`src/logic/fetch_macros.svh`:
```
`ifndef FETCH_MACROS_SVH
`define FETCH_MACROS_SVH

`define VADDR_W      32
`define PADDR_W      16
`define PAGE_BITS    12
`define LINE_BYTES   16
`define LINE_OFF_W   4                                // byte offset within a line
`define LINE_W       (`LINE_BYTES * 8)
`define LADDR_W      (`VADDR_W - `LINE_OFF_W)         // virtual line address
`define VPN_W        (`VADDR_W - `PAGE_BITS)
`define PFN_W        (`PADDR_W - `PAGE_BITS)
`define PGLINE_W     (`PAGE_BITS - `LINE_OFF_W)       // line bits inside a page
`define PLINE_W      (`PADDR_W - `LINE_OFF_W)         // physical line address

// bit 0 of the line address picks the bank
`define ICACHE_SETS  16
`define INDEX_W      4
`define TAG_W        (`PLINE_W - `INDEX_W - 1)

`define TLB_ENTRIES  8
`define TLB_IDX_W    3

`define APB_DATA_W   32
`define BEATS        (`LINE_W / `APB_DATA_W)
`define BEAT_W       2

`endif

```
`src/logic/fetch_pkg.sv`:
```
`default_nettype none

`include "fetch_macros.svh"

package fetch_pkg;

    typedef enum logic [1:0] {
        FAULT_NONE,
        FAULT_TLB_MISS,
        FAULT_NOT_PRESENT
    } fault_e;

    typedef enum logic [1:0] {
        ST_RUN,
        ST_FILL_EVEN,
        ST_FILL_ODD,
        ST_INSTALL
    } fill_state_e;

    typedef struct packed {
        logic                valid;
        logic [`LADDR_W-1:0] line;     // target line, vaddr[31:4]
    } redirect_t;

    typedef struct packed {
        logic              valid;
        logic              present;
        logic [`VPN_W-1:0] vpn;
        logic [`PFN_W-1:0] pfn;
    } tlb_entry_t;

    typedef struct packed {
        logic                  valid;
        logic [`TLB_IDX_W-1:0] idx;
        tlb_entry_t            entry;
    } tlb_wr_t;

    typedef struct packed {
        logic [`PFN_W-1:0] pfn;
        fault_e            fault;
    } tlb_rsp_t;

    typedef struct packed {
        logic                valid;
        logic [`INDEX_W-1:0] index;
        logic [`TAG_W-1:0]   tag;
        logic [`LINE_W-1:0]  line;
    } fill_t;

    typedef struct packed {
        logic                   psel;
        logic                   penable;
        logic                   pwrite;
        logic [`PADDR_W-1:0]    paddr;
        logic [`APB_DATA_W-1:0] pwdata;
    } apb_req_t;

    typedef struct packed {
        logic [`APB_DATA_W-1:0] prdata;
        logic                   pready;
        logic                   pslverr;
    } apb_rsp_t;

    // line_first sits at line_addr, line_second at line_addr + 1
    typedef struct packed {
        logic                valid;
        logic [`LADDR_W-1:0] line_addr;
        logic [`LINE_W-1:0]  line_first;
        logic [`LINE_W-1:0]  line_second;
        fault_e              fault_even;
        fault_e              fault_odd;
    } fetch_bundle_t;

endpackage

`default_nettype wire

```
`src/logic/icache_bank.sv`:
```
`timescale 1ns/10ps
`default_nettype none

`include "fetch_macros.svh"

module icache_bank (
    input  wire                 clk_i,
    input  wire                 rst_n_i,
    input  wire [`INDEX_W-1:0]  index_i,
    input  wire [`TAG_W-1:0]    tag_i,      // pfn plus line bits above the index
    input  fetch_pkg::fill_t    fill_i,
    output logic                hit_o,
    output logic [`LINE_W-1:0]  line_o
);

    logic [`ICACHE_SETS-1:0] valid_q;
    logic [`TAG_W-1:0]       tags_q  [`ICACHE_SETS];
    logic [`LINE_W-1:0]      lines_q [`ICACHE_SETS];

    always_ff @(posedge clk_i or negedge rst_n_i) begin
        if (!rst_n_i) begin
            valid_q <= '0;
        end else if (fill_i.valid) begin
            valid_q[fill_i.index] <= 1'b1;
        end
    end

    always_ff @(posedge clk_i) begin
        if (fill_i.valid) begin
            tags_q[fill_i.index]  <= fill_i.tag;
            lines_q[fill_i.index] <= fill_i.line;
        end
    end

    //////////////////////////////////////////////////
    // virtually indexed, physically tagged lookup

    assign hit_o  = valid_q[index_i] && (tags_q[index_i] == tag_i);
    assign line_o = lines_q[index_i];

    // the controller latches its fill address at miss time
    a_fill_index_known: assert property (
        @(posedge clk_i) disable iff (!rst_n_i)
        fill_i.valid |-> !$isunknown(fill_i.index)
    );

endmodule

`default_nettype wire

```
`config.mk`:
```
export PLATFORM = sky130hd
export DESIGN_NAME = icache_bank
export DESIGN_NICKNAME = d
export VERILOG_FILES = /design/src/logic/fetch_pkg.sv /design/src/logic/icache_bank.sv
export VERILOG_INCLUDE_DIRS = /design/src /design/src/logic
export SDC_FILE = /design/constraint.sdc
export NUM_CORES = 2
export LEC_CHECK = 0
export BUFFER_PORTS_ARGS = -buffer_cell sky130_fd_sc_hd__buf_4
export CAP_MARGIN = 20
export CORE_ASPECT_RATIO = 0.7
export CORE_UTILIZATION = 50
export CTS_CLUSTER_SIZE = 30
export DETAILED_ROUTE_END_ITERATION = 10
export MAX_ROUTING_LAYER = met4
export PLACE_DENSITY = 0.66
export RECOVER_POWER = 25
export SETUP_SLACK_MARGIN = 0.2
export SLEW_MARGIN = 25
export SYNTH_ARGS = -nofsm -noshare
export SYNTH_HDL_FRONTEND = slang
export SYNTH_SLANG_ARGS = --single-unit
```
`constraint.sdc`:
```
create_clock -name clk_i -period 2.8 [get_ports clk_i]
set_input_delay 0 -clock clk_i [delete_from_list [all_inputs] [get_ports clk_i]]
set_output_delay 0 -clock clk_i [all_outputs]
set_load 0.02 [all_outputs]
```
==> results.md <==
* Status: complete, but fails checks
* Failing checks: setup timing
* Fin util at 0.596
* Clock tree buffer depth at 3
* Vias/cell at 5.97
* Crit path DAT at 3200 ps
* Achievable Freq at 313 MHz
* Synthesized area per cell at 25.7 um^2
* Critical path class: register to output pin
* Pre-CTS WS at 360 ps
* Initial core utilization at 0.507
* Final RePlAce weighted congestion at 0.756
* Die ar. at 165000 um^2
* GRT Overall Usage at 0.231
* Die Y at 341 um
* Via count at 36800
* Worst setup margin at -398 ps
* CTS root buffer: clkbuf_16
* Pleak at 30.4 nW
* Fraction of final layout cells sized beyond drive strength 1 at 0.324
* Bufs and invs on worst path at 1
* Clock transition at path regs at 60 ps
* Worst hold path class: primary input to register
* Post-synthesis xor/xnor area fraction at 0.00128
* Peak supply drop at 0.000568 V
* Skew final at 0 ps
* Post-Syn Area at 81900 um^2
* Post-synth cell types at 38
* Adder-cell share of the synthesized area at 0
* Tmin final at 3200 ps
* CTS tree: built
* Endpoints failing setup at 1
* Final slew viol count at 0
* Initial antenna violation count at 17
* P per Cell Area at 699 nW/um^2
* CP top delay family: compound AO/OA/AOI/OAI gates
* Synth Register Bits at 2176
* Largest net degree at the start of global routing at 96
* Max FO, Critical Path at 1
* Non-Filler Instances at 6165
* GR Overflow Total at 0
* CP required at 2800 ps
* Compound-Gate Fraction of Synth Area at 0.00574
* Final hold vios at 0
* Syn Nets at 3340
* DRC violations left at 0
* Row cnt at 123
* Worst-Skew Late Latency at 840 ps
* Drt initial violations at 3728
* Power Total at 67.4 mW
* Register area share after synthesis at 0.797
* Post-Place Cells at 5556
* Drt total wl at 182 mm
* CP max stage delay at 530 ps
* Largest family of logic cells by synthesized area: multiplexers
* Post-route ant nets at 0
* Startpoint Class: register
* WL per Instance at 29.5 um
* DP HPWL at 94.2 mm
* First-pass GRT wire length at 266 mm
* I/O pins at 282
* Post-synthesis simple-gate area fraction at 0.00536
* Area Overhead vs Synth at 17.7%
* Synth warn at 0
* Nets@finish at 4018
* IO buf count at 281
* Placeable Area at 162000 um^2
* Vias in the first global route at 38200
* Fin Setup TNS at -398 ps
* Tcrit/Tclk final at 1.14
* Fill cells at 11200
* Pre-antenna DRT Iters at 7
* Setup Fix Bufs, Post-CTS at 0
* Clk sinks at 2176
* Mux share of post-synthesis cell area at 0.182
* Crit path cell chain: mux4_2 > xor2_1 > or4_4 > a221oi_2 > a31oi_2 > a2111oi_2 > buf_4
* Worst-Margin Slew at 822 ps
* Die W at 486 um
* Setup crit end kind: output pin
* Max Cap Viol at 0
* Slowest CP cell: or4_4
* Cells after Synth at 3187
* Worst slew margin at 0.452
* Num CTS Buffers at 196
* H-tree Lvls at 4
* RSZ-0062 raised after global routing: true
-- cells by family (layout without fill, tap and decap cells) --
group                  after synthesis  after routing
other                                0             14
multiplexers                       690            690
AO/OA/AOI/OAI                       70             70
XOR/XNOR                            12             12
AND/OR/NAND/NOR                     79             79
flip-flops                        2176           2176
buffers and inverters              160            999
-- synthesized netlist by cell type (all sizes together) --
| cell type | instances | area (um^2) |
|---|---|---|
| o22ai | 6 | 37.5 |
| nor3 | 5 | 25.0 |
| nand3 | 2 | 10.0 |
| o21ai | 6 | 30.0 |
| mux2i | 41 | 410 |
| o211ai | 2 | 15.0 |
| a211oi | 22 | 165 |
| buf | 88 | 452 |
| or4 | 2 | 18.8 |
| or2 | 16 | 100 |
| dfrtp | 16 | 400 |
| mux4 | 638 | 14400 |
| clkbuf | 71 | 267 |
| a31oi | 1 | 6.26 |
| xnor2 | 6 | 52.6 |
| nand2b | 4 | 25.0 |
| a221oi | 6 | 58.8 |
| nor2b | 23 | 144 |
| a2111oi | 1 | 15.0 |
| or3b | 1 | 8.76 |
| nor2 | 16 | 60.1 |
| xor2 | 6 | 52.6 |
| nand2 | 7 | 26.3 |
| mux2 | 11 | 124 |
| a31o | 1 | 8.76 |
| inv | 1 | 3.75 |
| nand3b | 2 | 15.0 |
| and2 | 1 | 6.26 |
| a2bb2oi | 1 | 8.76 |
| a21oi | 23 | 115 |
| a221o | 1 | 10.0 |
| edfxtp | 2160 | 64900 |
-- metrics by stage --
step	area (um^2)	hold slack, ps
floorplan	82100	-296
global placement	87900	-132
detailed placement	87900	-127
CTS	96600	0.826
global route	96400	20.4
finish	96400	21.1
-- tightest hold or removal path, cell delays in order --
cell	delay (ps)
buf_4	130
or3b_4	250
nor2_4	50
buf_12	190
-- flip-flops by register name, indices dropped and copies added, names as in the netlist --
register and count:
tags_q 112, lines_q 2048, valid_q 16
-- final timing paths --
kind                            slack, ps             end          from  cells after the start
worst max register to register       2000      valid_q[1]    valid_q[1]                      1
max in group asynchronous            1950     valid_q[14]       rst_n_i                      3
worst max-delay path                 -400           hit_o  tags_q[7][0]                      7
min in group asynchronous             380      valid_q[7]       rst_n_i                      3
worst min register to register        470     valid_q[13]   valid_q[13]                      1
worst min-delay path                   20  lines_q[3][22]   fill_i[139]                      4
-- cell usage in the layout (no fill, tap or decap), drive strengths merged, types with 6 or more instances in the layout --
cell type | synthesis | final
dfrtp | 16 | 16
mux4 | 638 | 638
clkbuf | 71 | 313
a21oi | 23 | 23
o22ai | 6 | 6
clkinvlp | 0 | 7
mux2 | 11 | 11
diode | 0 | 14
mux2i | 41 | 41
o21ai | 6 | 6
bufinv | 0 | 18
xor2 | 6 | 6
nor2 | 16 | 16
edfxtp | 2160 | 2160
nand2 | 7 | 7
a221oi | 6 | 6
nor2b | 23 | 23
xnor2 | 6 | 6
or2 | 16 | 16
buf | 88 | 327
a211oi | 22 | 22
clkinv | 0 | 88
dlygate4sd3 | 0 | 236
inv | 1 | 10
-- layer usage --
layer	up-vias	routed length, um	global-route usage
li1	15300	-	-
met1	20100	77600	0.326
met2	1184	89400	0.357
met3	229	11600	0.0422
met4	0	3180	0.0482
met5	-	0	-
-- repair_timing --
action / CTS / global route
endpoints found under the hold margin: 2730 / 0
hold buffers: 236 / 0
endpoints found under the setup margin: 2 / 4
gates resized for setup: 0 / 1
-- power breakdown --
part | switching, mW | leakage, nW | internal (mW) | total (mW)
clock | 11.8 | 3.07 | 14.7 | 26.5
sequential | 0.152 | 19.7 | 36.5 | 36.7
combinational | 2.28 | 7.65 | 1.96 | 4.24
total | 14.2 | 30.4 | 53.2 | 67.4
-- area by class of cell --
class,instances,area (um^2),area share
Sequential cell,2176,65300,0.677
Multi-Input combinational cell,851,16100,0.167
Timing Repair Buffer,639,6010,0.0623
Clock buffer,237,5120,0.0532
Tap cell,2125,2660,0.0276
Clock inverter,122,1180,0.0123
Antenna cell,14,35.0,0.000364
Inverter,1,11.3,0.000117
No activity file was read; power rests on OpenSTA's default activity.
