===== src/logic/fetch_macros.svh =====
`ifndef FETCH_MACROS_SVH
`define FETCH_MACROS_SVH

`define VADDR_W      32
`define PADDR_W      16
`define PAGE_BITS    12
`define LINE_BYTES   16
`define LINE_OFF_W   4                                // byte offset within a line
`define LINE_W       (`LINE_BYTES * 8)
`define LADDR_W      (`VADDR_W - `LINE_OFF_W)         // virtual line address
`define VPN_W        (`VADDR_W - `PAGE_BITS)
`define PFN_W        (`PADDR_W - `PAGE_BITS)
`define PGLINE_W     (`PAGE_BITS - `LINE_OFF_W)       // line bits inside a page
`define PLINE_W      (`PADDR_W - `LINE_OFF_W)         // physical line address

// bit 0 of the line address picks the bank
`define ICACHE_SETS  16
`define INDEX_W      4
`define TAG_W        (`PLINE_W - `INDEX_W - 1)

`define TLB_ENTRIES  8
`define TLB_IDX_W    3

`define APB_DATA_W   32
`define BEATS        (`LINE_W / `APB_DATA_W)
`define BEAT_W       2

`endif


===== src/logic/fetch_pkg.sv =====
`default_nettype none

`include "fetch_macros.svh"

package fetch_pkg;

    typedef enum logic [1:0] {
        FAULT_NONE,
        FAULT_TLB_MISS,
        FAULT_NOT_PRESENT
    } fault_e;

    typedef enum logic [1:0] {
        ST_RUN,
        ST_FILL_EVEN,
        ST_FILL_ODD,
        ST_INSTALL
    } fill_state_e;

    typedef struct packed {
        logic                valid;
        logic [`LADDR_W-1:0] line;     // target line, vaddr[31:4]
    } redirect_t;

    typedef struct packed {
        logic              valid;
        logic              present;
        logic [`VPN_W-1:0] vpn;
        logic [`PFN_W-1:0] pfn;
    } tlb_entry_t;

    typedef struct packed {
        logic                  valid;
        logic [`TLB_IDX_W-1:0] idx;
        tlb_entry_t            entry;
    } tlb_wr_t;

    typedef struct packed {
        logic [`PFN_W-1:0] pfn;
        fault_e            fault;
    } tlb_rsp_t;

    typedef struct packed {
        logic                valid;
        logic [`INDEX_W-1:0] index;
        logic [`TAG_W-1:0]   tag;
        logic [`LINE_W-1:0]  line;
    } fill_t;

    typedef struct packed {
        logic                   psel;
        logic                   penable;
        logic                   pwrite;
        logic [`PADDR_W-1:0]    paddr;
        logic [`APB_DATA_W-1:0] pwdata;
    } apb_req_t;

    typedef struct packed {
        logic [`APB_DATA_W-1:0] prdata;
        logic                   pready;
        logic                   pslverr;
    } apb_rsp_t;

    // line_first sits at line_addr, line_second at line_addr + 1
    typedef struct packed {
        logic                valid;
        logic [`LADDR_W-1:0] line_addr;
        logic [`LINE_W-1:0]  line_first;
        logic [`LINE_W-1:0]  line_second;
        fault_e              fault_even;
        fault_e              fault_odd;
    } fetch_bundle_t;

endpackage

`default_nettype wire


===== src/logic/fetch_ctrl.sv =====
`timescale 1ns/10ps
`default_nettype none

`include "fetch_macros.svh"

module fetch_ctrl (
    input  wire                      clk_i,
    input  wire                      rst_n_i,
    input  wire                      armed_i,
    input  wire  [`LADDR_W-1:0]      line_even_i,
    input  wire  [`LADDR_W-1:0]      line_odd_i,
    input  fetch_pkg::tlb_rsp_t      rsp_even_i,
    input  fetch_pkg::tlb_rsp_t      rsp_odd_i,
    input  wire                      hit_even_i,
    input  wire                      hit_odd_i,
    input  wire  [`LINE_W-1:0]       data_even_i,
    input  wire  [`LINE_W-1:0]       data_odd_i,
    input  wire                      bundle_ready_i,
    input  fetch_pkg::apb_rsp_t      apb_i,
    output logic                     advance_o,
    output fetch_pkg::fill_t         fill_even_o,
    output fetch_pkg::fill_t         fill_odd_o,
    output fetch_pkg::fetch_bundle_t bundle_o,
    output fetch_pkg::apb_req_t      apb_o
);

    fetch_pkg::fill_state_e state_q;
    logic                   need_even_q;
    logic                   need_odd_q;
    logic [`BEAT_W-1:0]     beat_q;
    logic                   psel_q;
    logic                   penable_q;
    logic [`PLINE_W-1:0]    pla_even_q;    // physical line of each pending fill
    logic [`PLINE_W-1:0]    pla_odd_q;
    logic [`PLINE_W-1:0]    pla_cur;
    logic [`LINE_W-1:0]     buf_even_q;
    logic [`LINE_W-1:0]     buf_odd_q;

    logic bad_even;
    logic bad_odd;
    logic miss_even;
    logic miss_odd;
    logic first_is_odd;
    logic start_fill;
    logic beat_done;

    assign bad_even     = rsp_even_i.fault != fetch_pkg::FAULT_NONE;
    assign bad_odd      = rsp_odd_i.fault != fetch_pkg::FAULT_NONE;
    assign miss_even    = !hit_even_i && !bad_even;   // faulting bank is never filled
    assign miss_odd     = !hit_odd_i && !bad_odd;
    assign first_is_odd = line_even_i == line_odd_i + 1'b1;
    assign start_fill   = armed_i && state_q == fetch_pkg::ST_RUN && (miss_even || miss_odd);
    assign beat_done    = psel_q && penable_q && apb_i.pready;

    //////////////////////////////////////////////////
    // bundle side

    always_comb begin
        bundle_o.valid       = armed_i && state_q == fetch_pkg::ST_RUN && !miss_even && !miss_odd;
        bundle_o.line_addr   = first_is_odd ? line_odd_i : line_even_i;
        bundle_o.line_first  = first_is_odd ? (bad_odd ? '0 : data_odd_i)
                                            : (bad_even ? '0 : data_even_i);
        bundle_o.line_second = first_is_odd ? (bad_even ? '0 : data_even_i)
                                            : (bad_odd ? '0 : data_odd_i);
        bundle_o.fault_even  = rsp_even_i.fault;
        bundle_o.fault_odd   = rsp_odd_i.fault;
    end

    // a faulty pair is handed out but the pointer stays put
    assign advance_o = bundle_o.valid && bundle_ready_i && !bad_even && !bad_odd;

    //////////////////////////////////////////////////
    // fill FSM and APB master

    always_ff @(posedge clk_i or negedge rst_n_i) begin
        if (!rst_n_i) begin
            state_q     <= fetch_pkg::ST_RUN;
            need_even_q <= 1'b0;
            need_odd_q  <= 1'b0;
            beat_q      <= '0;
            psel_q      <= 1'b0;
            penable_q   <= 1'b0;
        end else begin
            case (state_q)
                fetch_pkg::ST_RUN: begin
                    if (start_fill) begin
                        need_even_q <= miss_even;
                        need_odd_q  <= miss_odd;
                        state_q     <= miss_even ? fetch_pkg::ST_FILL_EVEN
                                                 : fetch_pkg::ST_FILL_ODD;
                        beat_q      <= '0;
                        psel_q      <= 1'b1;    // setup cycle
                        penable_q   <= 1'b0;
                    end
                end
                fetch_pkg::ST_FILL_EVEN, fetch_pkg::ST_FILL_ODD: begin
                    if (!penable_q) begin
                        penable_q <= 1'b1;
                    end else if (apb_i.pready) begin
                        penable_q <= 1'b0;
                        beat_q    <= beat_q + 1'b1;
                        if (beat_q == `BEAT_W'(`BEATS - 1)) begin
                            if (state_q == fetch_pkg::ST_FILL_EVEN && need_odd_q) begin
                                state_q <= fetch_pkg::ST_FILL_ODD;
                            end else begin
                                state_q <= fetch_pkg::ST_INSTALL;
                                psel_q  <= 1'b0;
                            end
                        end
                    end
                end
                default: begin    // install writes the lines this cycle
                    state_q <= fetch_pkg::ST_RUN;
                end
            endcase
        end
    end

    always_ff @(posedge clk_i) begin
        if (start_fill) begin
            pla_even_q <= {rsp_even_i.pfn, line_even_i[`PGLINE_W-1:0]};
            pla_odd_q  <= {rsp_odd_i.pfn, line_odd_i[`PGLINE_W-1:0]};
        end
        if (beat_done) begin
            // lowest word arrives first and ends at the bottom
            if (state_q == fetch_pkg::ST_FILL_EVEN) begin
                buf_even_q <= {apb_i.prdata, buf_even_q[`LINE_W-1:`APB_DATA_W]};
            end else begin
                buf_odd_q <= {apb_i.prdata, buf_odd_q[`LINE_W-1:`APB_DATA_W]};
            end
        end
    end

    assign pla_cur = (state_q == fetch_pkg::ST_FILL_ODD) ? pla_odd_q : pla_even_q;

    always_comb begin
        apb_o.psel    = psel_q;
        apb_o.penable = penable_q;
        apb_o.pwrite  = 1'b0;
        apb_o.paddr   = {pla_cur, beat_q, 2'b00};
        apb_o.pwdata  = '0;
    end

    always_comb begin
        fill_even_o.valid = state_q == fetch_pkg::ST_INSTALL && need_even_q;
        fill_even_o.index = pla_even_q[`INDEX_W:1];
        fill_even_o.tag   = pla_even_q[`PLINE_W-1:`INDEX_W+1];
        fill_even_o.line  = buf_even_q;
        fill_odd_o.valid  = state_q == fetch_pkg::ST_INSTALL && need_odd_q;
        fill_odd_o.index  = pla_odd_q[`INDEX_W:1];
        fill_odd_o.tag    = pla_odd_q[`PLINE_W-1:`INDEX_W+1];
        fill_odd_o.line   = buf_odd_q;
    end

    a_penable_after_setup: assert property (
        @(posedge clk_i) disable iff (!rst_n_i)
        $rose(apb_o.penable) |-> apb_o.psel && $past(apb_o.psel)
    );

    a_no_psel_in_run: assert property (
        @(posedge clk_i) disable iff (!rst_n_i)
        state_q == fetch_pkg::ST_RUN |-> !apb_o.psel
    );

endmodule

`default_nettype wire


===== config.mk =====
export PLATFORM = sky130hd
export DESIGN_NAME = fetch_ctrl
export DESIGN_NICKNAME = d
export VERILOG_FILES = /design/src/logic/fetch_pkg.sv /design/src/logic/fetch_ctrl.sv
export VERILOG_INCLUDE_DIRS = /design/src /design/src/logic
export SDC_FILE = /design/constraint.sdc
export NUM_CORES = 1
export LEC_CHECK = 0
export ABC_CLOCK_PERIOD_IN_PS = 11200
export BUFFER_PORTS_ARGS = -buffer_cell sky130_fd_sc_hd__buf_2
export CAP_MARGIN = 10
export CORE_AREA = 2 2 379 381
export DETAILED_ROUTE_END_ITERATION = 6
export DIE_AREA = 0 0 381 383
export GPL_TIMING_DRIVEN = 0
export PLACE_DENSITY_LB_ADDON = 0.12
export SLEW_MARGIN = 20
export SYNTH_ARGS = -nofsm -noshare
export SYNTH_HDL_FRONTEND = slang
export SYNTH_SLANG_ARGS = --single-unit

===== constraint.sdc =====
create_clock -name clk_i -period 11.2 [get_ports clk_i]
set_input_delay 0.56 -clock clk_i [delete_from_list [all_inputs] [get_ports clk_i]]
set_output_delay 0.56 -clock clk_i [all_outputs]
set_load 0.02 [all_outputs]

==> flow_summary.toml <==
[detailed_routing]
top_layer = "met5"
via_per_inst = 3.34
drtIter0Drc = 518
wl_mm = 105
routedWlPerCell_um = 25.2
ant_nets = 0
wl_met2_mm = 56.4
wl_met1_mm = 33.5
wl_met3_mm = 11.0
dr.pass1.iters = 6
vias = 13959
drc_errors = 0

[worst_setup_path]
cp.arrival_ns = 4.97
rrSetupSlack_ns = 7.29
reg2regPathDepth = 15
end_kind = "primary output"
crit_required_ns = 10.64
r2r-start = "state_q[1]$_DFFE_PN0P_"
crit_path_max_fanout = 10
startpoint = "line_odd_i[0]"
critPathLaunchType = "input port"
crit_type = "input port to primary output"

[synthesis]
synth-edff-count = 280
yosys_warnings = 0
synth_mux_area_share_pct = 20.7
syn_inst = 1173
synth-xor-area-share_pct = 2.03
synth_top_family_by_area = "multiplexers"
yosysTopAreaCell = "edfxtp_1"
syn_area_um2 = 14700
synth-main-ff-cell = "edfxtp_1"
synth-simple-area-share_pct = 10.2
async_reset_ff_share_pct = 2.78
synth_adder_area_share_pct = 0.596
synth_compound_area_share_pct = 2.27
netlist.area_leader.share_pct = 57.2
synth.distinct_cells = 52
synth_area_per_cell_um2 = 12.5
yosysSeqAreaShare_pct = 58.6
yosys-top-cells-area = "edfxtp_1 (57%), mux2i_1 (18%), nand2_1 (7.0%)"
ys_ff_latch = 288

[finish]
area_growth_pct = 58.5
fillers = 16189
drive_gt1_share_pct = 52.3
layout.nets = 2593

[cts]
cts_buffer_depth = 3
post_cts_buffers = 0
cts_root_buffer = "clkbuf_16"
clkSinkCount = 288
clock_latency_ns = 0.63
cts_made_buffers = 31
cts_htree_levels = 1
clk_pin_slew_ns = 0.06
tritoncts = "done"
post_cts_resized = 0
postCtsHoldBufs = 1

[die]
start_util_pct = 10.3
fp.coreArea_um2 = 142000
die_h_um = 383
rows = 139
die_w_um = 381
dieArea_um2 = 146000
boundaryPins = 985

[timing]
relSlewSlack_pct = 34.3
slew_violations = 0
fin_worst_skew_ns = 0.0425
hold_violations = 0
period_share_pct = 49.4
rsz0062_at_grt = "no"
period_needed_ns = 5.53
max_freq_mhz = 181
setup_slack_ns = 5.67
tightest_slew_ns = 0.986
fin_hold_ws_ns = 0.115
setup_viol = 0

[global_routing]
grt_pass1_vias = 14775
grt_use_total_pct = 13.6
grt_max_degree = 26
grt_first_pass_wirelength_mm = 136
grt-ovfl-total = 0
antenna_found_initial = 88

[power_and_ir_drop]
peakVddDrop_mv = 0.119
p_leak_nw = 11.5
powerDensity_nw_per_um2 = 143

[status]
status = "finished clean"

[worst_hold_path]
hold_path_class = "input port to flip-flop"
min_from = "rsp_even_i[3]"
hold_depth = 1

[placement]
hpwl_mm = 93.9
gp_congestion = 0.970
pre_cts_slack_ns = 5.27
port_buffers = 946

[run]
drv_cap = 0
-- worst paths after layout --
check                                      endpoint
setup / recovery                      bundle_o[253]
hold / removal              pla_even_q[9]$_DFFE_PP_
max in group asynchronous     penable_q$_DFFE_PN0P_
hold reg to reg              buf_odd_q[6]$_DFFE_PP_
setup reg to reg           buf_even_q[22]$_DFFE_PP_
min in group asynchronous   need_even_q$_DFFE_PN0P_
-- metrics by stage --
stage	TNS [ns]	std cells	utilization [%]	power (mW)	area (um2)
final	0	4175	16.4	3.34	23300
after global routing	0	4173	16.4	3.52	23300
after CTS	0	4148	16.3	3.42	23200
after detailed placement	0	4091	15.6	2.38	22200
after global placement	-1443.72	4056	15.4	2.42	21900
after floorplan	0	1207	-	1.93	14800
-- cell type report --
| type | count | area, um2 | area share [%] |
|---|---|---|---|
| Sequential cell | 288 | 8610 | 37.0 |
| Multi-Input combinational cell | 777 | 5400 | 23.2 |
| Timing Repair Buffer | 982 | 5020 | 21.6 |
| Tap cell | 1903 | 2380 | 10.2 |
| Clock buffer | 32 | 779 | 3.35 |
| Buffer | 129 | 769 | 3.31 |
| Clock inverter | 24 | 200 | 0.860 |
| Antenna cell | 27 | 67.6 | 0.290 |
| Inverter | 13 | 48.8 | 0.210 |
-- registers in the layout, summed over array words and instances (netlist names) --
signal / cells
psel_q: 1
buf_odd_q: 128
penable_q: 1
pla_odd_q: 12
need_odd_q: 1
state_q: 2
buf_even_q: 128
beat_q: 2
need_even_q: 1
pla_even_q: 12
-- routing by layer --
metal	vias to the layer above	global-route usage, %
met4	4	5.34
met1	6712	12.2
met5	-	0
li1	6263	-
met3	207	5.94
met2	773	26.5
-- cells in the final DEF, fill, tap and decap left out, types with 8 or more instances in the layout --
cell type    n
a21oi_1      8
buf_2      976
buf_4       94
clkbuf_1    31
clkbuf_16   31
conb_1      35
dfrtp_1      8
diode_2     27
edfxtp_1   280
inv_1       12
mux2_2      37
mux2i_1    258
nand2_1    275
nand3_1     21
nor2_1      14
o21ai_0     15
xnor2_1     23
xor2_1      11
-- worst max-delay path: stages --
cell and delay (ns):
buf_2 0.16, ha_1 0.20, nand3_1 0.23, nor2_1 0.30, clkbuf_1 0.45, nand3_1 0.22
nor3b_1 0.19, o31ai_1 0.26, a211oi_1 0.11, nand4_1 0.21, clkbuf_1 0.77, buf_2 0.45
mux2i_1 0.53, buf_2 0.30
-- cell families after synthesis --
group / Yosys count
compound gates: 49
fa+ha+maj: 7
flops: 288
buf+inv: 142
other cells: 1
xor+xnor: 34
mux: 299
simple gates: 353
-- where the power goes --
group          leakage, nW  switching (mW)  total, mW  internal [mW]
combinational         8.37           0.626      0.918          0.291
sequential            2.64          0.0653       1.41           1.35
clock                0.481           0.455       1.01          0.554
total                 11.5            1.15       3.34           2.19
-- synthesized netlist by cell type (8+ instances only) --
| cell type | n |
|---|---|
| edfxtp_1 | 280 |
| nand2_1 | 275 |
| mux2i_1 | 258 |
| buf_4 | 63 |
| mux2_2 | 37 |
| clkbuf_1 | 32 |
| buf_2 | 29 |
| xnor2_1 | 23 |
| nand3_1 | 21 |
| o21ai_0 | 15 |
| nor2_1 | 14 |
| inv_1 | 13 |
| xor2_1 | 11 |
| a21oi_1 | 8 |
| dfrtp_1 | 8 |
Note: power is estimated with default switching activity, not from simulation.
