**src/logic/fetch_macros.svh**
```systemverilog
`ifndef FETCH_MACROS_SVH
`define FETCH_MACROS_SVH

`define VADDR_W      32
`define PADDR_W      16
`define PAGE_BITS    12
`define LINE_BYTES   16
`define LINE_OFF_W   4                                // byte offset within a line
`define LINE_W       (`LINE_BYTES * 8)
`define LADDR_W      (`VADDR_W - `LINE_OFF_W)         // virtual line address
`define VPN_W        (`VADDR_W - `PAGE_BITS)
`define PFN_W        (`PADDR_W - `PAGE_BITS)
`define PGLINE_W     (`PAGE_BITS - `LINE_OFF_W)       // line bits inside a page
`define PLINE_W      (`PADDR_W - `LINE_OFF_W)         // physical line address

// bit 0 of the line address picks the bank
`define ICACHE_SETS  16
`define INDEX_W      4
`define TAG_W        (`PLINE_W - `INDEX_W - 1)

`define TLB_ENTRIES  8
`define TLB_IDX_W    3

`define APB_DATA_W   32
`define BEATS        (`LINE_W / `APB_DATA_W)
`define BEAT_W       2

`endif

```
**src/logic/fetch_pkg.sv**
```systemverilog
`default_nettype none

`include "fetch_macros.svh"

package fetch_pkg;

    typedef enum logic [1:0] {
        FAULT_NONE,
        FAULT_TLB_MISS,
        FAULT_NOT_PRESENT
    } fault_e;

    typedef enum logic [1:0] {
        ST_RUN,
        ST_FILL_EVEN,
        ST_FILL_ODD,
        ST_INSTALL
    } fill_state_e;

    typedef struct packed {
        logic                valid;
        logic [`LADDR_W-1:0] line;     // target line, vaddr[31:4]
    } redirect_t;

    typedef struct packed {
        logic              valid;
        logic              present;
        logic [`VPN_W-1:0] vpn;
        logic [`PFN_W-1:0] pfn;
    } tlb_entry_t;

    typedef struct packed {
        logic                  valid;
        logic [`TLB_IDX_W-1:0] idx;
        tlb_entry_t            entry;
    } tlb_wr_t;

    typedef struct packed {
        logic [`PFN_W-1:0] pfn;
        fault_e            fault;
    } tlb_rsp_t;

    typedef struct packed {
        logic                valid;
        logic [`INDEX_W-1:0] index;
        logic [`TAG_W-1:0]   tag;
        logic [`LINE_W-1:0]  line;
    } fill_t;

    typedef struct packed {
        logic                   psel;
        logic                   penable;
        logic                   pwrite;
        logic [`PADDR_W-1:0]    paddr;
        logic [`APB_DATA_W-1:0] pwdata;
    } apb_req_t;

    typedef struct packed {
        logic [`APB_DATA_W-1:0] prdata;
        logic                   pready;
        logic                   pslverr;
    } apb_rsp_t;

    // line_first sits at line_addr, line_second at line_addr + 1
    typedef struct packed {
        logic                valid;
        logic [`LADDR_W-1:0] line_addr;
        logic [`LINE_W-1:0]  line_first;
        logic [`LINE_W-1:0]  line_second;
        fault_e              fault_even;
        fault_e              fault_odd;
    } fetch_bundle_t;

endpackage

`default_nettype wire

```
**src/logic/itlb.sv**
```systemverilog
`timescale 1ns/10ps
`default_nettype none

`include "fetch_macros.svh"

module itlb (
    input  wire                   clk_i,
    input  wire                   rst_n_i,
    input  fetch_pkg::tlb_wr_t    tlb_wr_i,
    input  wire  [`LADDR_W-1:0]   lkp_even_i,
    input  wire  [`LADDR_W-1:0]   lkp_odd_i,
    output fetch_pkg::tlb_rsp_t   rsp_even_o,
    output fetch_pkg::tlb_rsp_t   rsp_odd_o
);

    fetch_pkg::tlb_entry_t    entries_q [`TLB_ENTRIES];
    logic [`VPN_W-1:0]        vpn       [2];    // port 0 even, port 1 odd
    logic [`TLB_ENTRIES-1:0]  match     [2];
    logic [1:0]               present;
    fetch_pkg::tlb_rsp_t      rsp       [2];

    always_ff @(posedge clk_i or negedge rst_n_i) begin
        if (!rst_n_i) begin
            for (int i = 0; i < `TLB_ENTRIES; i++) begin
                entries_q[i] <= '0;
            end
        end else if (tlb_wr_i.valid) begin
            entries_q[tlb_wr_i.idx] <= tlb_wr_i.entry;
        end
    end

    assign vpn[0] = lkp_even_i[`LADDR_W-1:`PGLINE_W];
    assign vpn[1] = lkp_odd_i[`LADDR_W-1:`PGLINE_W];

    //////////////////////////////////////////////////
    // fully associative compare, both ports

    always_comb begin
        for (int p = 0; p < 2; p++) begin
            match[p]   = '0;
            present[p] = 1'b0;
            rsp[p].pfn = '0;
            for (int i = 0; i < `TLB_ENTRIES; i++) begin
                if (entries_q[i].valid && entries_q[i].vpn == vpn[p]) begin
                    match[p][i] = 1'b1;
                    present[p]  = present[p] | entries_q[i].present;
                    rsp[p].pfn  = rsp[p].pfn | entries_q[i].pfn;
                end
            end
            if (match[p] == '0) begin
                rsp[p].fault = fetch_pkg::FAULT_TLB_MISS;
            end else if (!present[p]) begin
                rsp[p].fault = fetch_pkg::FAULT_NOT_PRESENT;
            end else begin
                rsp[p].fault = fetch_pkg::FAULT_NONE;
            end
        end
    end

    assign rsp_even_o = rsp[0];
    assign rsp_odd_o  = rsp[1];

    // loader must never leave two entries for one page
    a_one_match: assert property (
        @(posedge clk_i) disable iff (!rst_n_i)
        $onehot0(match[0]) && $onehot0(match[1])
    );

endmodule

`default_nettype wire

```
**config.mk**
```make
export PLATFORM = sky130hd
export DESIGN_NAME = itlb
export DESIGN_NICKNAME = d
export VERILOG_FILES = /design/src/logic/fetch_pkg.sv /design/src/logic/itlb.sv
export VERILOG_INCLUDE_DIRS = /design/src /design/src/logic
export SDC_FILE = /design/constraint.sdc
export NUM_CORES = 1
export LEC_CHECK = 0
export ABC_AREA = 1
export BUFFER_PORTS_ARGS = -buffer_cell sky130_fd_sc_hd__clkbuf_2
export CELL_PAD_IN_SITES_DETAIL_PLACEMENT = 1
export CELL_PAD_IN_SITES_GLOBAL_PLACEMENT = 1
export CORE_ASPECT_RATIO = 1.5
export CORE_MARGIN = 8
export CORE_UTILIZATION = 30
export DETAILED_ROUTE_END_ITERATION = 6
export GPL_ROUTABILITY_DRIVEN = 0
export PLACE_DENSITY = 0.6
export SLEW_MARGIN = 15
export SYNTH_ARGS = -nofsm -noshare
export SYNTH_HDL_FRONTEND = slang
export SYNTH_SLANG_ARGS = --single-unit
export TNS_END_PERCENT = 50
```
**constraint.sdc**
```tcl
create_clock -name clk_i -period 2.34 [get_ports clk_i]
set_clock_uncertainty 0.05 [all_clocks]
set_input_delay 0 -clock clk_i [delete_from_list [all_inputs] [get_ports clk_i]]
set_output_delay 0 -clock clk_i [all_outputs]
set_load 0.01 [all_outputs]
```
==> results of run 1 <==
## cell usage after synthesis, drive strengths merged
cell,count,area [um^2]
o211ai,15,113
clkbuf,40,150
inv,232,871
xor2,16,140
nor3,1,10.0
a21boi,1,7.51
nand2,880,3310
buf,37,273
o21ai,355,1780
xnor2,27,236
nor2,207,860
nand4,36,225
dfrtp,208,5200
a21oi,3,15.0
nand3,34,205
## kinds of logic (layout without fill, tap and decap cells)
| logic type | Yosys count | after routing | synth area share [%] |
|---|---|---|---|
| simple gates | 1158 | 1158 | 34.4 |
| compound gates | 374 | 374 | 14.3 |
| buf+inv | 309 | 468 | 9.65 |
| flops | 208 | 208 | 38.8 |
| xor+xnor | 43 | 43 | 2.81 |
## cell usage in the layout, fill, tap and decap left out, drive strengths merged, types with 3 or more instances in the layout
cell,n
nand4,36
a21oi,3
bufinv,3
clkinv,6
xor2,16
o21ai,355
inv,232
nand3,34
buf,88
o211ai,15
nand2,880
clkbuf,108
dlygate4sd3,27
dfrtp,208
xnor2,27
clkinvlp,4
nor2,207
## how the worst max path moves through the flow
stage,end,slack (ns),cells after the start
floorplan,rsp_odd_o[1],0.97,10
global placement,rsp_even_o[4],0.23,11
detailed placement,rsp_even_o[4],0.27,9
CTS,rsp_odd_o[2],-0.08,13
global route,rsp_odd_o[1],-0.17,13
finish,rsp_even_o[1],-0.07,12
## what timing repair did
| action | in CTS | in global routing |
|---|---|---|
| setup endpoints to repair | 12 | 12 |
| endpoints found under the hold margin | 416 | 0 |
| hold buffers | 28 | 0 |
| cloned | 0 | 0 |
| setup buffers | 7 | 19 |
| pin swaps | 27 | 49 |
| gates resized for setup | 148 | 130 |
## per-layer routing
metal  share of wire (%)  global-route usage, %  routed length, um  up-vias
met3                 5.2                   3.30               3770      231
met2                  48                   47.7              35000      560
met5                   0                      0                  0        -
li1                    -                      -                  -     6800
met1                  37                   30.9              27400     7245
met4                 9.5                   22.4               6930        0
## power breakdown
| part | internal [uW] | switching, uW |
|---|---|---|
| logic | 1300 | 2710 |
| registers | 4310 | 941 |
| clock network | 2380 | 1740 |
| total | 7990 | 5390 |
## stage by stage
stage / setup slack [ns] / hold slack (ns)
2_1_floorplan: 0.975 / -0.346
4_1_cts: -0.0775 / 0.0239
6_report: -0.0700 / 0.0339
3_5_place_dp: 0.267 / -0.0853
3_3_place_gp: 0.226 / -0.0950
5_1_grt: -0.171 / 0.0453
## critical path, stage by stage, from the launching register on
cell and delay, ns:
dfrtp_1 0.39, inv_2 0.17, o21ai_0 0.12, nor2_1 0.14, nand2_2 0.11, nor2_4 0.24
nand3_2 0.17, nand2_1 0.10, inv_1 0.04, nand2_1 0.06, nor2_2 0.05, nor2_2 0.08
buf_2 0.13
## final cells by class
| cell class | count | area [um^2] |
|---|---|---|
| fillers | 5726 | 27700 |
| multi-input cells | 1575 | 7620 |
| flip-flops and latches | 208 | 5250 |
| repair buffers | 192 | 1430 |
| inverters | 232 | 878 |
| well taps | 582 | 728 |
| clock buffers | 31 | 678 |
| clock inverters | 13 | 158 |
==> results.py, run 1 <==
metrics = {
    "routing": {
        "drt-initial-drc-count": 1114,
        "wirelength_mm": 73.0,
        "drc_errors": 0,
        "dr.pass1.iters": 5,
        "wire_per_inst_um": 25.8,
        "avgViaCountPerCell": 5.24,
        "drtAntennaViolNets": 0,
        "vias": 14836,
    },
    "critical_path": {
        "r2r_cells": 3,
        "cp-startpoint": "entries_q[87]",
        "required_ns": 2.29,
        "r2r-start": "entries_q[196]",
        "cp-end-kind": "primary output",
        "worst-setup-path-type": "flop to primary output",
        "crit_path_start_kind": "flop",
        "cp.arrival_ns": 2.36,
        "cp_max_fo": 4,
        "r2r-end": "entries_q[196]",
        "rrSetupSlack_ns": 1.40,
    },
    "timing": {
        "fin_ws_ns": -0.0700,
        "worst_pin_slew_ns": 0.758,
        "finalMaxSlewViolations": 0,
        "slew-limit-headroom_pct": 49.3,
        "layout_worst_path_cycle_share_pct": 103,
        "rsz0062_at_grt": "true",
        "fmax_ghz": 0.415,
        "finalSetupViolCount": 11,
        "finalHoldViolCount": 0,
        "tns_ns": -0.468,
        "period_needed_ns": 2.41,
    },
    "yosys": {
        "synth.yosys.seq_area_share_pct": 38.8,
        "yosysUniqueCellTypes": 23,
        "synth.yosys.warnings": 0,
        "synthCells": 2092,
        "avgSynthCellArea_um2": 6.41,
        "synth_area_um2": 13400,
        "ys_ff_latch": 208,
        "syn-num-nets": 2180,
    },
    "floorplan": {
        "coreArea_um2": 44500,
        "initial_core_util_pct": 30.1,
        "io_pins": 100,
        "dieArea_um2": 51800,
        "die_h_um": 275,
        "num_rows": 95,
        "die_w_um": 189,
    },
    "clock_network": {
        "clock-sinks": 208,
        "cts_root_buf": "clkbuf_16",
        "cts_tree": "yes",
        "cts.clk_slew.worst_paths_ns": 0.06,
        "cts_made_buffers": 24,
        "cts_buffer_depth": 3,
        "htree_levels": 1,
        "clock_latency_ns": 0.56,
    },
    "place": {
        "dp_cells": 2735,
        "postPlaceCellArea_um2": 14600,
        "port_buffers": 83,
        "dp_hpwl_mm": 57.4,
    },
    "final_layout": {
        "drive_gt1_share_pct": 21.0,
        "final_nets": 2321,
        "largestRegisters": "entries_q: 208 flops",
        "max_flop_register": "entries_q",
        "largest_register_ffs": 208,
        "finalInstanceArea_um2": 16700,
        "area_growth_syn_to_layout_pct": 25.0,
        "instances_no_fill": 2833,
        "fin_util_pct": 37.7,
        "antennaDiodeCount": 0,
    },
    "grt": {
        "grt_pass1_wl_mm": 105,
        "gr-total-overflow": 0,
        "grt_max_degree": 73,
        "track_usage_pct": 27.8,
        "grt_pass1_vias": 15267,
        "antenna_found_initial": 0,
    },
    "hold_path": {
        "hp-class": "primary input to async pin",
    },
    "run_status": {
        "status": "complete, but fails checks",
        "violations": "negative setup slack",
    },
    "run": {
        "cap_violations": 0,
    },
    "power": {
        "powerDensity_nw_per_um2": 799,
        "peakVddDrop_v": 0.000515,
        "leakage_uw": 0.00820,
        "finalPower_uw": 13400,
    },
}
Note: power is estimated with default switching activity, not from simulation.
==> run 2: changes to the inputs <==
- CTS_BUF_LIST: default -> sky130_fd_sc_hd__clkbuf_4
- SKIP_CTS_REPAIR_TIMING: default -> 1
==> run 2 against run 1 <==
The flow finishes with violations (negative hold slack, negative setup slack); first-iteration DRC count is 1.3% higher; clock-buffer cell count increased by 52; clock power down 20%; sequential cell count did not move; global-route usage fell by 0.11 points; via count grew 3.3%; non-clock buffer count is 29 higher; die area did not move; sequential share of layout area shrank 0.36 points; register-to-register slack got worse by 0.42 ns; critical path depth rose by 1; hold slack lost 0.054 ns; largest power group unchanged.
==> results.py, run 2 (synthesis gave the netlist of run 1 again) <==
metrics = {
    "run_status": {
        "status": "complete, but fails checks",
        "violations": "negative hold slack, negative setup slack",
    },
    "timing": {
        "tns_ns": -2.82,
        "fin_ws_ns": -0.292,
        "slew-limit-headroom_pct": 46.1,
        "worst_pin_slew_ns": 0.805,
        "whs_ns": -0.0204,
        "finalHoldViolCount": 3,
        "finalSetupViolCount": 12,
        "rsz0062_at_grt": "true",
        "fmax_ghz": 0.380,
        "finalMaxSlewViolations": 0,
        "period_needed_ns": 2.63,
        "layout_worst_path_cycle_share_pct": 112,
    },
    "clock_network": {
        "clock_latency_ns": 0.76,
        "clock-sinks": 208,
        "cts_made_buffers": 58,
        "htree_levels": 2,
        "cts_root_buf": "clkbuf_4",
        "cts_tree": "yes",
        "cts.clk_slew.worst_paths_ns": 0.07,
        "cts_buffer_depth": 3,
    },
    "grt": {
        "grt_max_degree": 73,
        "grt_pass1_vias": 15242,
        "track_usage_pct": 27.7,
        "grt_pass1_wl_mm": 104,
        "gr-total-overflow": 0,
        "antenna_found_initial": 2,
    },
    "critical_path": {
        "critPathTopFamily": "simple AND/OR/NAND/NOR gates",
        "rrSetupSlack_ns": 0.98,
        "worst-setup-path-type": "flop to primary output",
        "crit_top_cell": "nand2_1",
        "cpPeakStageDelay_ns": 0.41,
        "cpMaxStageDelayCell": "dfrtp_2",
        "r2r-start": "entries_q[23]",
        "cp-end-kind": "primary output",
        "r2r-end": "entries_q[23]",
        "cp_max_fo": 4,
        "worst-path-buf-inv": 3,
        "required_ns": 2.29,
        "cp.arrival_ns": 2.58,
        "crit_path_start_kind": "flop",
        "r2r_cells": 3,
        "path_cells": "inv_2, nand2_1, o21ai_0, nor2_1, nand2_1, nor2_4, nand3_4, nand2_1, inv_1, nand2_2, nor2_2, nor2_2, buf_2",
    },
    "run": {
        "cap_violations": 0,
    },
    "routing": {
        "wl_met3_mm": 4.15,
        "drc_errors": 0,
        "wirelength_mm": 74.1,
        "drt-initial-drc-count": 1128,
        "wl_met2_mm": 35.3,
        "top_layer": "met4",
        "wl_met1_mm": 27.3,
        "avgViaCountPerCell": 5.25,
        "drtAntennaViolNets": 0,
        "dr.pass1.iters": 5,
        "wire_per_inst_um": 25.4,
        "vias": 15330,
    },
    "place": {
        "port_buffers": 83,
        "postPlaceCellArea_um2": 14600,
        "dp_slack_ns": 0.267,
        "dp_hpwl_mm": 57.4,
    },
    "final_layout": {
        "final_nets": 2384,
        "fillers": 5773,
        "largest_register_ffs": 208,
        "finalInstanceArea_um2": 17000,
        "drive_gt1_share_pct": 23.8,
        "final_cell_mix": "nand2_1, o21ai_0, inv_1, dfrtp_1, nor2_1",
        "area_growth_syn_to_layout_pct": 26.7,
        "max_flop_register": "entries_q",
        "final_common_cell": "nand2_1",
        "largestRegisters": "entries_q: 208 flops",
    },
    "power": {
        "leakage_uw": 0.00830,
        "peakVddDrop_v": 0.000379,
        "powerDensity_nw_per_um2": 745,
    },
    "hold_path": {
        "whs_path_depth": 4,
        "hp-class": "primary input to flop",
        "hp-start": "tlb_wr_i[1]",
        "hold_end": "entries_q[1]",
    },
    "floorplan": {
        "die_w_um": 189,
        "initial_core_util_pct": 30.1,
        "dieArea_um2": 51800,
        "num_rows": 95,
        "coreArea_um2": 44500,
        "io_pins": 100,
        "die_h_um": 275,
    },
}
-- run 2: changes by cell type in the layout (fill, tap and decap cells not counted), moves of 12 or more --
cell / before / now
clkbuf_16: 25 / 0
clkbuf_4: 0 / 83
clkinv_1: 0 / 12
dlygate4sd3_1: 27 / 51
-- run 2: area by class of cell --
type                            instances  area [um^2]  area share [%]
Clock buffer                           83          623            3.67
Inverter                              232          881            5.19
Sequential cell                       208         5270            31.0
Multi-Input combinational cell       1575         7690            45.3
Antenna cell                            2         5.00          0.0295
Tap cell                              582          728            4.29
Clock inverter                         16         63.8           0.376
Timing Repair Buffer                  221         1720            10.1
-- run 2: how the worst max path moves through the flow --
| stage | end | startpoint | cells after the start |
|---|---|---|---|
| after floorplan | rsp_odd_o[1] | entries_q[86] | 10 |
| after global placement | rsp_even_o[4] | entries_q[37] | 11 |
| after detailed placement | rsp_even_o[4] | entries_q[31] | 9 |
| after CTS | rsp_even_o[4] | entries_q[85] | 10 |
| after global routing | rsp_even_o[1] | entries_q[96] | 13 |
| final | rsp_even_o[1] | entries_q[118] | 13 |
-- run 2: worst register-to-register path: stages, from the launching register on --
cell and delay, ns:
dfrtp_1 0.40, inv_1 0.13, o21ai_0 0.10, dlygate4sd3_1 0.56
-- run 2: where the power goes --
| part | switching (uW) | internal (uW) | total, uW |
|---|---|---|---|
| registers | 954 | 4310 | 5270 |
| clock network | 1680 | 1610 | 3300 |
| logic | 2750 | 1350 | 4100 |
| total | 5380 | 7280 | 12700 |
-- run 2: stage by stage --
step | utilization, % | cells | total power, uW
after global placement | 32.9 | 2735 | 8600
after detailed placement | 32.9 | 2735 | 8700
after floorplan | - | 2092 | 6840
after global routing | 38.2 | 2918 | 13300
after CTS | 34.5 | 2834 | 12100
final | 38.2 | 2919 | 12700
-- run 2: routing by layer --
| metal | up-vias | global-route usage [%] |
|---|---|---|
| met2 | 654 | 47.6 |
| met5 | - | 0 |
| met1 | 7439 | 30.4 |
| li1 | 6970 | - |
| met3 | 267 | 3.81 |
| met4 | 0 | 22.5 |
